`src/armPkg.sv`:
```
// Covers only the core's ARM subset (no shifts, rotations or writeback); any edit here affects every RTL file
package armPkg;

	typedef logic [31:0] word;
	typedef logic [3:0] regAddr;
	// Ordered N Z C V
	typedef logic [3:0] aluFlags;
	typedef logic [3:0] condCode;
	typedef logic [2:0] aluCtrl;

	typedef enum logic [3:0] {
		FETCH,
		DECODE,
		MEMADR,
		MEMRD,
		MEMWB,
		MEMWR,
		EXECUTER,
		EXECUTEI,
		ALUWB,
		BRANCH,
		UNKNOWN
	} fsmState;

	// Per-state control word from the main FSM
	typedef struct packed {
		logic nextPc;
		logic branch;
		logic memW;
		logic regW;
		logic irWrite;
		logic adrSrc;
		logic [1:0] resultSrc;
		logic aluSrcA;
		logic [1:0] aluSrcB;
		logic aluOp;
		logic memStart;
	} fsmCtrl;

	typedef struct packed {
		aluCtrl aluControl;
		logic [1:0] flagW;
		logic [1:0] immSrc;
		logic [1:0] regSrc;
		logic regSrcMul;
		logic pcs;
	} decodedCtrl;

	typedef struct packed {
		word addr;
		word writeData;
		logic write;
	} memRequest;

	localparam aluCtrl ALU_ADD = 3'b000;
	localparam aluCtrl ALU_SUB = 3'b001;
	localparam aluCtrl ALU_AND = 3'b010;
	localparam aluCtrl ALU_ORR = 3'b011;
	localparam aluCtrl ALU_EOR = 3'b100;
	localparam aluCtrl ALU_MUL = 3'b101;

	localparam logic [1:0] OP_DP = 2'b00;
	localparam logic [1:0] OP_MEM = 2'b01;
	localparam logic [1:0] OP_BRANCH = 2'b10;

	localparam logic [3:0] MUL_MOP = 4'b1001;
	localparam regAddr PC_REG = 4'd15;
	localparam condCode COND_AL = 4'b1110;
	localparam word PC_STEP = 32'd4;

endpackage

```
`src/alu.sv`:
```
// C and V are zero for anything but ADD and SUB; MUL returns only the low 32 bits
`timescale 1ns/1ps

module alu (
	input armPkg::word a,
	input armPkg::word b,
	input armPkg::aluCtrl control,
	output armPkg::word result,
	output armPkg::aluFlags flags
);
	logic isSub;
	logic isArith;
	armPkg::word condInvB;
	logic [32:0] sum;
	logic carry;
	logic overflow;

	assign isSub = control == armPkg::ALU_SUB;
	assign isArith = (control == armPkg::ALU_ADD) | isSub;
	// Subtract as a + ~b + 1
	assign condInvB = isSub ? ~b : b;
	assign sum = {1'b0, a} + {1'b0, condInvB} + {32'd0, isSub};

	always_comb begin
		case (control)
			armPkg::ALU_AND: result = a & b;
			armPkg::ALU_ORR: result = a | b;
			armPkg::ALU_EOR: result = a ^ b;
			armPkg::ALU_MUL: result = a * b;
			default: result = sum[31:0];
		endcase
	end

	assign carry = isArith & sum[32];
	assign overflow = isArith & ~(a[31] ^ b[31] ^ isSub) & (a[31] ^ sum[31]);
	assign flags = {result[31], result == '0, carry, overflow};

endmodule

```
`src/datapath.sv`:
```
// Register file has no reset and only R0-R14 storage; immediates are not rotated
`timescale 1ns/1ps

module datapath (
	input logic clk,
	input logic reset,
	input armPkg::fsmCtrl ctrl,
	input armPkg::decodedCtrl dec,
	input logic regWrite,
	input logic pcWrite,
	input logic memDone,
	input armPkg::word readData,
	output armPkg::word instr,
	output armPkg::aluFlags flags,
	output armPkg::memRequest request
);
	armPkg::word pc;
	armPkg::word dataReg;
	armPkg::word rf [0:14];
	armPkg::word rd1;
	armPkg::word rd2;
	armPkg::word aReg;
	armPkg::word bReg;
	armPkg::word extImm;
	armPkg::word srcA;
	armPkg::word srcB;
	armPkg::word aluResult;
	armPkg::word aluOut;
	armPkg::word result;
	armPkg::regAddr ra1;
	armPkg::regAddr ra2;
	armPkg::regAddr a3;

	always_ff @(posedge clk or posedge reset) begin
		if (reset) begin
			pc <= '0;
			instr <= '0;
		end else begin
			if (pcWrite)
				pc <= result;
			if (ctrl.irWrite && memDone)
				instr <= readData;
		end
	end

	// Register sources, with the multiply operand swap
	assign ra1 = dec.regSrc[0] ? armPkg::PC_REG : (dec.regSrcMul ? instr[3:0] : instr[19:16]);
	assign ra2 = dec.regSrc[1] ? instr[15:12] : (dec.regSrcMul ? instr[11:8] : instr[3:0]);
	assign a3 = dec.regSrcMul ? instr[19:16] : instr[15:12];

	always_ff @(posedge clk) begin
		if (regWrite && a3 != armPkg::PC_REG)
			rf[a3] <= result;
	end

	// R15 reads the live result, PC+8 during DECODE
	assign rd1 = (ra1 == armPkg::PC_REG) ? result : rf[ra1];
	assign rd2 = (ra2 == armPkg::PC_REG) ? result : rf[ra2];

	always_ff @(posedge clk) begin
		aReg <= rd1;
		bReg <= rd2;
		aluOut <= aluResult;
		if (memDone)
			dataReg <= readData;
	end

	always_comb begin
		case (dec.immSrc)
			2'b00: extImm = {24'd0, instr[7:0]};
			2'b01: extImm = {20'd0, instr[11:0]};
			2'b10: extImm = {{6{instr[23]}}, instr[23:0], 2'b00};
			default: extImm = '0;
		endcase
	end

	assign srcA = ctrl.aluSrcA ? pc : aReg;

	always_comb begin
		case (ctrl.aluSrcB)
			2'd0: srcB = bReg;
			2'd1: srcB = extImm;
			default: srcB = armPkg::PC_STEP;
		endcase
	end

	alu alu_inst (
		.a(srcA),
		.b(srcB),
		.control(dec.aluControl),
		.result(aluResult),
		.flags(flags)
	);

	always_comb begin
		case (ctrl.resultSrc)
			2'd0: result = aluOut;
			2'd1: result = dataReg;
			default: result = aluResult;
		endcase
	end

	assign request.addr = ctrl.adrSrc ? result : pc;
	assign request.writeData = bReg;
	assign request.write = ctrl.memW;

endmodule

```
`src/condLogic.sv`:
```
// Condition is sampled once per instruction in DECODE; cond 1111 is treated as never
`timescale 1ns/1ps

module condLogic (
	input logic clk,
	input logic reset,
	input armPkg::word instr,
	input armPkg::aluFlags flags,
	input armPkg::fsmCtrl ctrl,
	input armPkg::decodedCtrl dec,
	input logic memDone,
	output logic regWrite,
	output logic memWrite,
	output logic pcWrite
);
	armPkg::aluFlags flagReg;
	armPkg::condCode cond;
	logic n;
	logic z;
	logic c;
	logic v;
	logic ge;
	logic condTrue;
	logic condEx;
	logic fetchDone;
	logic [1:0] flagWrite;

	assign cond = instr[31:28];
	assign {n, z, c, v} = flagReg;
	assign ge = n == v;

	always_comb begin
		case (cond)
			4'b0000: condTrue = z;
			4'b0001: condTrue = ~z;
			4'b0010: condTrue = c;
			4'b0011: condTrue = ~c;
			4'b0100: condTrue = n;
			4'b0101: condTrue = ~n;
			4'b0110: condTrue = v;
			4'b0111: condTrue = ~v;
			4'b1000: condTrue = c & ~z;
			4'b1001: condTrue = ~c | z;
			4'b1010: condTrue = ge;
			4'b1011: condTrue = ~ge;
			4'b1100: condTrue = ~z & ge;
			4'b1101: condTrue = z | ~ge;
			armPkg::COND_AL: condTrue = 1'b1;
			default: condTrue = 1'b0;
		endcase
	end

	// fetchDone marks DECODE, the cycle after the instruction register loads
	always_ff @(posedge clk or posedge reset) begin
		if (reset) begin
			fetchDone <= 1'b0;
			condEx <= 1'b0;
		end else begin
			fetchDone <= ctrl.irWrite & memDone;
			if (fetchDone)
				condEx <= condTrue;
		end
	end

	assign flagWrite = dec.flagW & {2{condEx}};

	always_ff @(posedge clk or posedge reset) begin
		if (reset)
			flagReg <= '0;
		else begin
			if (flagWrite[1])
				flagReg[3:2] <= flags[3:2];
			if (flagWrite[0])
				flagReg[1:0] <= flags[1:0];
		end
	end

	assign regWrite = ctrl.regW & condEx;
	assign memWrite = ctrl.memW & condEx;
	// Fetch advance only on the cycle the instruction arrives
	assign pcWrite = (dec.pcs & condEx) | (ctrl.nextPc & memDone);

endmodule

```
`src/instrDecoder.sv`:
```
// MUL is recognised only in register form with Mop 1001; other function codes fall back to ADD
`timescale 1ns/1ps

module instrDecoder (
	input armPkg::word instr,
	input armPkg::fsmCtrl ctrl,
	output armPkg::decodedCtrl dec
);
	logic [1:0] op;
	logic isMul;
	logic sFlag;
	armPkg::regAddr destReg;

	assign op = instr[27:26];
	assign sFlag = instr[20];
	assign isMul = (op == armPkg::OP_DP) & ~instr[25] & (instr[7:4] == armPkg::MUL_MOP);
	// Multiply writes Rd from bits 19:16
	assign destReg = isMul ? instr[19:16] : instr[15:12];

	always_comb begin
		dec.aluControl = armPkg::ALU_ADD;
		dec.flagW = 2'b00;
		if (ctrl.aluOp) begin
			if (isMul)
				dec.aluControl = armPkg::ALU_MUL;
			else begin
				case (instr[24:21])
					4'b0100: dec.aluControl = armPkg::ALU_ADD;
					4'b0010: dec.aluControl = armPkg::ALU_SUB;
					4'b0000: dec.aluControl = armPkg::ALU_AND;
					4'b1100: dec.aluControl = armPkg::ALU_ORR;
					4'b0001: dec.aluControl = armPkg::ALU_EOR;
					default: dec.aluControl = armPkg::ALU_ADD;
				endcase
			end
			// C and V only move on arithmetic
			dec.flagW[1] = sFlag;
			dec.flagW[0] = sFlag & ((dec.aluControl == armPkg::ALU_ADD) |
				(dec.aluControl == armPkg::ALU_SUB));
		end
	end

	assign dec.immSrc = op;
	assign dec.regSrc[1] = op == armPkg::OP_MEM;
	assign dec.regSrc[0] = op == armPkg::OP_BRANCH;
	assign dec.regSrcMul = isMul;
	assign dec.pcs = ((destReg == armPkg::PC_REG) & ctrl.regW) | ctrl.branch;

endmodule

```
`src/mainFsm.sv`:
```
// One instruction at a time; memory states wait on memDone without limit, undefined op values fall to UNKNOWN
`timescale 1ns/1ps

module mainFsm (
	input logic clk,
	input logic reset,
	input armPkg::word instr,
	input logic memDone,
	output armPkg::fsmCtrl ctrl
);
	armPkg::fsmState state;
	armPkg::fsmState nextState;
	logic [1:0] op;

	assign op = instr[27:26];

	always_ff @(posedge clk or posedge reset) begin
		if (reset)
			state <= armPkg::FETCH;
		else
			state <= nextState;
	end

	always_comb begin
		case (state)
			armPkg::FETCH:
				nextState = memDone ? armPkg::DECODE : armPkg::FETCH;
			armPkg::DECODE: begin
				if (op == armPkg::OP_DP)
					nextState = instr[25] ? armPkg::EXECUTEI : armPkg::EXECUTER;
				else if (op == armPkg::OP_MEM)
					nextState = armPkg::MEMADR;
				else if (op == armPkg::OP_BRANCH)
					nextState = armPkg::BRANCH;
				else
					nextState = armPkg::UNKNOWN;
			end
			// L bit picks load or store
			armPkg::MEMADR:
				nextState = instr[20] ? armPkg::MEMRD : armPkg::MEMWR;
			armPkg::MEMRD:
				nextState = memDone ? armPkg::MEMWB : armPkg::MEMRD;
			armPkg::MEMWR:
				nextState = memDone ? armPkg::FETCH : armPkg::MEMWR;
			armPkg::EXECUTER,
			armPkg::EXECUTEI:
				nextState = armPkg::ALUWB;
			default:
				nextState = armPkg::FETCH;
		endcase
	end

	// resultSrc 0 ALUOut, 1 data register, 2 live ALU result
	// aluSrcB 0 register, 1 immediate, 2 constant 4
	always_comb begin
		ctrl = '0;
		case (state)
			armPkg::FETCH: begin
				ctrl.nextPc = 1'b1;
				ctrl.irWrite = 1'b1;
				ctrl.resultSrc = 2'd2;
				ctrl.aluSrcA = 1'b1;
				ctrl.aluSrcB = 2'd2;
				ctrl.memStart = 1'b1;
			end
			// PC+4 again so that an R15 read sees PC+8
			armPkg::DECODE: begin
				ctrl.resultSrc = 2'd2;
				ctrl.aluSrcA = 1'b1;
				ctrl.aluSrcB = 2'd2;
			end
			armPkg::MEMADR:
				ctrl.aluSrcB = 2'd1;
			armPkg::MEMRD: begin
				ctrl.adrSrc = 1'b1;
				ctrl.memStart = 1'b1;
			end
			armPkg::MEMWB: begin
				ctrl.regW = 1'b1;
				ctrl.resultSrc = 2'd1;
			end
			armPkg::MEMWR: begin
				ctrl.adrSrc = 1'b1;
				ctrl.memW = 1'b1;
				ctrl.memStart = 1'b1;
			end
			armPkg::EXECUTER:
				ctrl.aluOp = 1'b1;
			armPkg::EXECUTEI: begin
				ctrl.aluOp = 1'b1;
				ctrl.aluSrcB = 2'd1;
			end
			armPkg::ALUWB:
				ctrl.regW = 1'b1;
			armPkg::BRANCH: begin
				ctrl.branch = 1'b1;
				ctrl.resultSrc = 2'd2;
				ctrl.aluSrcB = 2'd1;
			end
			default: ;
		endcase
	end

endmodule

```
`src/memBus.sv`:
```
// Waits forever on memAck in both phases; a new request starts only from idle and not in the done cycle
`timescale 1ns/1ps

module memBus (
	input logic clk,
	input logic reset,
	input logic memStart,
	input armPkg::memRequest requestIn,
	output logic memReq,
	input logic memAck,
	output armPkg::memRequest requestOut,
	input armPkg::word memReadData,
	output armPkg::word readData,
	output logic memDone
);
	typedef enum logic [1:0] {
		BUS_IDLE,
		BUS_WAIT_ACK,
		BUS_WAIT_RELEASE
	} busState;

	busState state;
	logic start;
	logic capture;

	// memStart is still high while memDone pulses, so skip that cycle
	assign start = (state == BUS_IDLE) & memStart & ~memDone;
	assign capture = (state == BUS_WAIT_ACK) & memAck;

	always_ff @(posedge clk or posedge reset) begin
		if (reset) begin
			state <= BUS_IDLE;
			memReq <= 1'b0;
			memDone <= 1'b0;
		end else begin
			memDone <= 1'b0;
			case (state)
				BUS_IDLE:
					if (start) begin
						memReq <= 1'b1;
						state <= BUS_WAIT_ACK;
					end
				BUS_WAIT_ACK:
					if (capture) begin
						memReq <= 1'b0;
						state <= BUS_WAIT_RELEASE;
					end
				default:
					if (!memAck) begin
						memDone <= 1'b1;
						state <= BUS_IDLE;
					end
			endcase
		end
	end

	always_ff @(posedge clk) begin
		if (start)
			requestOut <= requestIn;
		if (capture)
			readData <= memReadData;
	end

endmodule

```
`src/armTop.sv`:
```
// Memory sits outside the core behind a four-phase req/ack port; it must hold memReadData while memAck is high
`timescale 1ns/1ps

module armTop (
	input logic clk,
	input logic reset,
	output logic memReq,
	input logic memAck,
	output armPkg::memRequest memRequestOut,
	input armPkg::word memReadData
);
	armPkg::fsmCtrl ctrl;
	armPkg::decodedCtrl dec;
	armPkg::word instr;
	armPkg::word readData;
	armPkg::aluFlags flags;
	armPkg::memRequest dpRequest;
	armPkg::memRequest busRequest;
	logic regWrite;
	logic memWrite;
	logic pcWrite;
	logic memDone;

	// Store intent from the datapath, gated by the condition outcome
	assign busRequest = '{
		addr: dpRequest.addr,
		writeData: dpRequest.writeData,
		write: dpRequest.write & memWrite
	};

	mainFsm mainFsm_inst (
		.clk(clk),
		.reset(reset),
		.instr(instr),
		.memDone(memDone),
		.ctrl(ctrl)
	);

	instrDecoder instrDecoder_inst (
		.instr(instr),
		.ctrl(ctrl),
		.dec(dec)
	);

	condLogic condLogic_inst (
		.clk(clk),
		.reset(reset),
		.instr(instr),
		.flags(flags),
		.ctrl(ctrl),
		.dec(dec),
		.memDone(memDone),
		.regWrite(regWrite),
		.memWrite(memWrite),
		.pcWrite(pcWrite)
	);

	datapath datapath_inst (
		.clk(clk),
		.reset(reset),
		.ctrl(ctrl),
		.dec(dec),
		.regWrite(regWrite),
		.pcWrite(pcWrite),
		.memDone(memDone),
		.readData(readData),
		.instr(instr),
		.flags(flags),
		.request(dpRequest)
	);

	memBus memBus_inst (
		.clk(clk),
		.reset(reset),
		.memStart(ctrl.memStart),
		.requestIn(busRequest),
		.memReq(memReq),
		.memAck(memAck),
		.requestOut(memRequestOut),
		.memReadData(memReadData),
		.readData(readData),
		.memDone(memDone)
	);

endmodule

```
`config.mk`:
```
export PLATFORM = sky130hd
export DESIGN_NAME = armTop
export DESIGN_NICKNAME = d
export VERILOG_FILES = /design/src/armPkg.sv /design/src/alu.sv /design/src/datapath.sv /design/src/condLogic.sv /design/src/instrDecoder.sv /design/src/mainFsm.sv /design/src/memBus.sv /design/src/armTop.sv
export SDC_FILE = /design/constraint.sdc
export NUM_CORES = 2
export LEC_CHECK = 0
export ABC_AREA = 1
export BUFFER_PORTS_ARGS = -buffer_cell sky130_fd_sc_hd__buf_2
export CAP_MARGIN = 20
export CORE_ASPECT_RATIO = 1.2
export CORE_MARGIN = 1.5
export CORE_UTILIZATION = 50
export DETAILED_ROUTE_END_ITERATION = 10
export PLACE_DENSITY = 0.66
export SETUP_SLACK_MARGIN = 0.3
export SYNTH_ARGS = -nofsm -noshare
export SYNTH_HDL_FRONTEND = slang
export SYNTH_SLANG_ARGS = --single-unit
```
`constraint.sdc`:
```
create_clock -name clk -period 11.7 [get_ports clk]
set_input_delay 0.585 -clock clk [delete_from_list [all_inputs] [get_ports clk]]
set_output_delay 0.585 -clock clk [all_outputs]
set_load 0.1 [all_outputs]
```
==> key figures <==
Global route
  • First-pass GRT wire length: a little over 300000 um
  • Initial antenna violation count: 13
  • Total track usage: ~39%
  • Number of global-route vias before repair: 45100
  • GRT overflow: 0
  • Largest net degree at the start of global routing: 184

Critical path
  • Arr. time, crit path: 10.82 ns
  • Critical Path Start Type: flip-flop
  • Crit-path leading delay family: adder cells
  • Crit. Startpoint: mainFsm_inst.state[2]
  • R2R Setup Slk: 1.25 ns
  • Critical Path Most Common Cell: fa_1
  • Critical Path RT: 12.07 ns
  • Crit-path max cell delay: 0.86 ns
  • Setup CP Type: flip-flop to flip-flop
  • CP max stage cell: inv_1
  • FF-to-FF Start: mainFsm_inst.state[2]
  • Largest fanout on the critical path: 20
  • Crit end category: flip-flop
  • WP buf/inv: 6

Clocking
  • Clock Sinks: between 700 and 800
  • H-tree depth: 3
  • CTS max path bufs: 3
  • Total CTS buffers: 72
  • Clock transition at path regs: 0.07 ns
  • Later-pin clock latency in the skew report: 0.67 ns
  • Post-CTS setup buffer count: 0
  • CTS Root Cell: clkbuf_16
  • CTS tree: done

Detailed routing
  • Via count: 46000
  • DR vias/cell: between 6 and 7
  • DRT iter0 DRCs: 4791
  • WL final: 214000 um
  • Routed Antenna Nets: 0
  • DRT Pass-1 Iters: 6
  • WL met1: roughly 73000 um
  • Routed wl met2: 98100 um
  • Met3 wire length: 20400 um
  • DRC viols: 0
  • DR top layer: met5
  • Drt wl/cell: 28.6 um

Synth
  • Seq/Total Area, Yosys: 40.9%
  • Mean post-synth cell area: 9.02 sq um
  • Mapped Nets: about 6700
  • Most used DFF post-synth: edfxtp_1
  • Largest family of logic cells by synthesized area: adder cells
  • Synth Instances: roughly 6000
  • Compound-cell area share of the yosys netlist: 14.0%
  • Post-synth EDFFs: just over 600
  • Synth Register Bits: 783
  • Netlist Area Pre-Place: 54200 sq um
  • Synth Area in XOR/XNOR: 1.06%
  • Adder-cell share of the synthesized area: 20.1%
  • Portion of netlist area occupied by mux cells: 0.125%
  • Yosys warning count: 0
  • Distinct cell type count after synthesis: 69
  • Post-synthesis simple-gate area fraction: 15.6%
  • Asr flop ratio synth: under 10%

Layout
  • Share of post-route cells with drive strength above 1: under 10%
  • Final core utilization: 54.6%
  • Footprint of the multi-input gates: 27800 sq um
  • P&R area growth vs syn: 8.54%
  • Leading cell type in the layout, fill and taps excluded: nand2_1
  • Commonest non-fill, non-tap cells in the layout: 1007 x nand2_1, 793 x inv_1, 666 x nor2_1, 618 x o21ai_0, 609 x edfxtp_1
  • Fillers: 9763
  • FF+latch area: 22200 sq um
  • Nets: 6668

Placed design
  • Setup WS pre-CTS: 1.49 ns
  • Port Buf Inserts: 100
  • RD Place Congestion: 1.04
  • Hpwl dp: approximately 150000 um

STA
  • Final WS setup: between 1 and 1.5 ns
  • Final worst-path cycle share: between 80% and 90%
  • Total negative slack: 0 ns
  • Relative slew margins: 17.2%
  • Final Hold Fails: 0
  • Clock Skews: roughly 0.023 ns
  • Slew Limit Fails: 0
  • Post-layout minimum cycle time: 10.45 ns
  • Max frequency: 95.7 MHz
  • RSZ-0062 raised after global routing: false
  • Worst-Margin Slew: 1.24 ns
  • Final setup vio count: 0

Floorplanning
  • Num rows: 132
  • Core area: 108000 sq um
  • Die height: 364 um
  • Initial core utilization: 50.3%
  • Die area: 110000 sq um
  • Die W: 304 um
  • Ports: roughly 100

Min path
  • Hold Crit Class: input pin to flip-flop
  • Min-delay src: memReadData[26]

Run status
  • Status: finished clean

Job
  • Maxcap violations: 0
final cells by class:
cell class                      instances  area share, %
Antenna cell                            1        0.00425
Clock buffer                           96           3.37
Clock inverter                         38          0.634
Inverter                              832           5.33
Multi-Input combinational cell       4080           47.3
Sequential cell                       783           37.7
Tap cell                             1407           2.99
Timing Repair Buffer                  237           2.65
path summary, 6_finish.rpt:
check | to | cells after the start
setup reg to reg | memBus_inst.requestOut[60] | 35
min in group asynchronous | datapath_inst.instr[15] | 3
hold / removal | memBus_inst.readData[26] | 1
max in group asynchronous | datapath_inst.pc[18] | 4
setup / recovery | memBus_inst.requestOut[60] | 35
hold reg to reg | condLogic_inst.condEx | 1
routing by layer:
metal | track usage, % | vias to the layer above
li1 | - | 20000
met1 | 45.0 | 22300
met2 | 62.0 | 2787
met3 | 8.15 | 895
met4 | 32.9 | 14
met5 | 0 | -
flip-flops by register name (all words and copies together) (netlist names):
| name | flops |
|---|---|
| condLogic_inst.condEx | 1 |
| condLogic_inst.fetchDone | 1 |
| condLogic_inst.flagReg | 4 |
| datapath_inst.aReg | 32 |
| datapath_inst.aluOut | 32 |
| datapath_inst.bReg | 32 |
| datapath_inst.dataReg | 32 |
| datapath_inst.instr | 32 |
| datapath_inst.pc | 32 |
| datapath_inst.rf | 480 |
| mainFsm_inst.state | 4 |
| memBus_inst.memDone | 1 |
| memBus_inst.memReq | 1 |
| memBus_inst.readData | 32 |
| memBus_inst.requestOut | 65 |
| memBus_inst.state | 2 |
cell families (layout without fill, tap and decap cells):
logic type,count (synthesis),count (layout)
compound gates,1322,1322
xor+xnor,65,65
fa+ha+maj,627,627
buf+inv,1147,1203
flops,783,783
mux,6,6
other cells,0,1
simple gates,2060,2060
stage by stage:
step	instances	area, sq um	hold slack (ns)
finish	7474	58800	0.0899
detailed placement	7336	56400	0.436
global placement	7335	56400	0.431
floorplan	6010	54200	0.401
CTS	7471	58800	0.0557
global route	7473	58800	0.0680
synth_stat cells, types with 4 or more instances:
library cell | n | area share [%]
a21boi_0 | 6 | 0.083
o21ai_2 | 7 | 0.11
a221oi_1 | 14 | 0.23
fa_1 | 409 | 15
inv_1 | 799 | 5.5
a22oi_1 | 33 | 0.46
nand4_1 | 40 | 0.46
dfxtp_1 | 96 | 3.5
buf_2 | 53 | 0.49
o21bai_1 | 5 | 0.069
o21a_1 | 12 | 0.17
o21ai_0 | 636 | 5.9
o211ai_1 | 132 | 1.8
o221ai_1 | 34 | 0.55
nand3b_1 | 12 | 0.17
nand2_2 | 25 | 0.29
a211o_1 | 7 | 0.11
nor2_1 | 686 | 4.8
a21oi_1 | 301 | 2.8
nor3_1 | 19 | 0.18
o21ai_1 | 14 | 0.13
o22ai_1 | 25 | 0.29
xnor2_1 | 16 | 0.26
nand3_1 | 216 | 2.0
mux2_2 | 6 | 0.12
or2_2 | 28 | 0.32
dfrtp_1 | 78 | 3.6
o2111ai_1 | 18 | 0.29
xor2_1 | 48 | 0.78
clkinv_1 | 21 | 0.15
buf_4 | 6 | 0.083
ha_1 | 218 | 5.0
a22o_1 | 4 | 0.065
a32oi_1 | 6 | 0.097
edfxtp_1 | 609 | 34
a31oi_1 | 44 | 0.51
nor3_2 | 4 | 0.074
nand2_1 | 1009 | 7.0
buf_1 | 50 | 0.35
clkbuf_1 | 202 | 1.4
a21o_1 | 6 | 0.083
buf_6 | 4 | 0.083
a211oi_1 | 8 | 0.11
inv_2 | 11 | 0.076
repair_timing:
action,CTS,global route
resized for setup,0,0
hold endpoints to repair,22,0
hold buffers,1,0
Power is left out: the tool's default activity adds up to more than one toggle a clock period on the data nets, which glitch-free logic cannot reach.
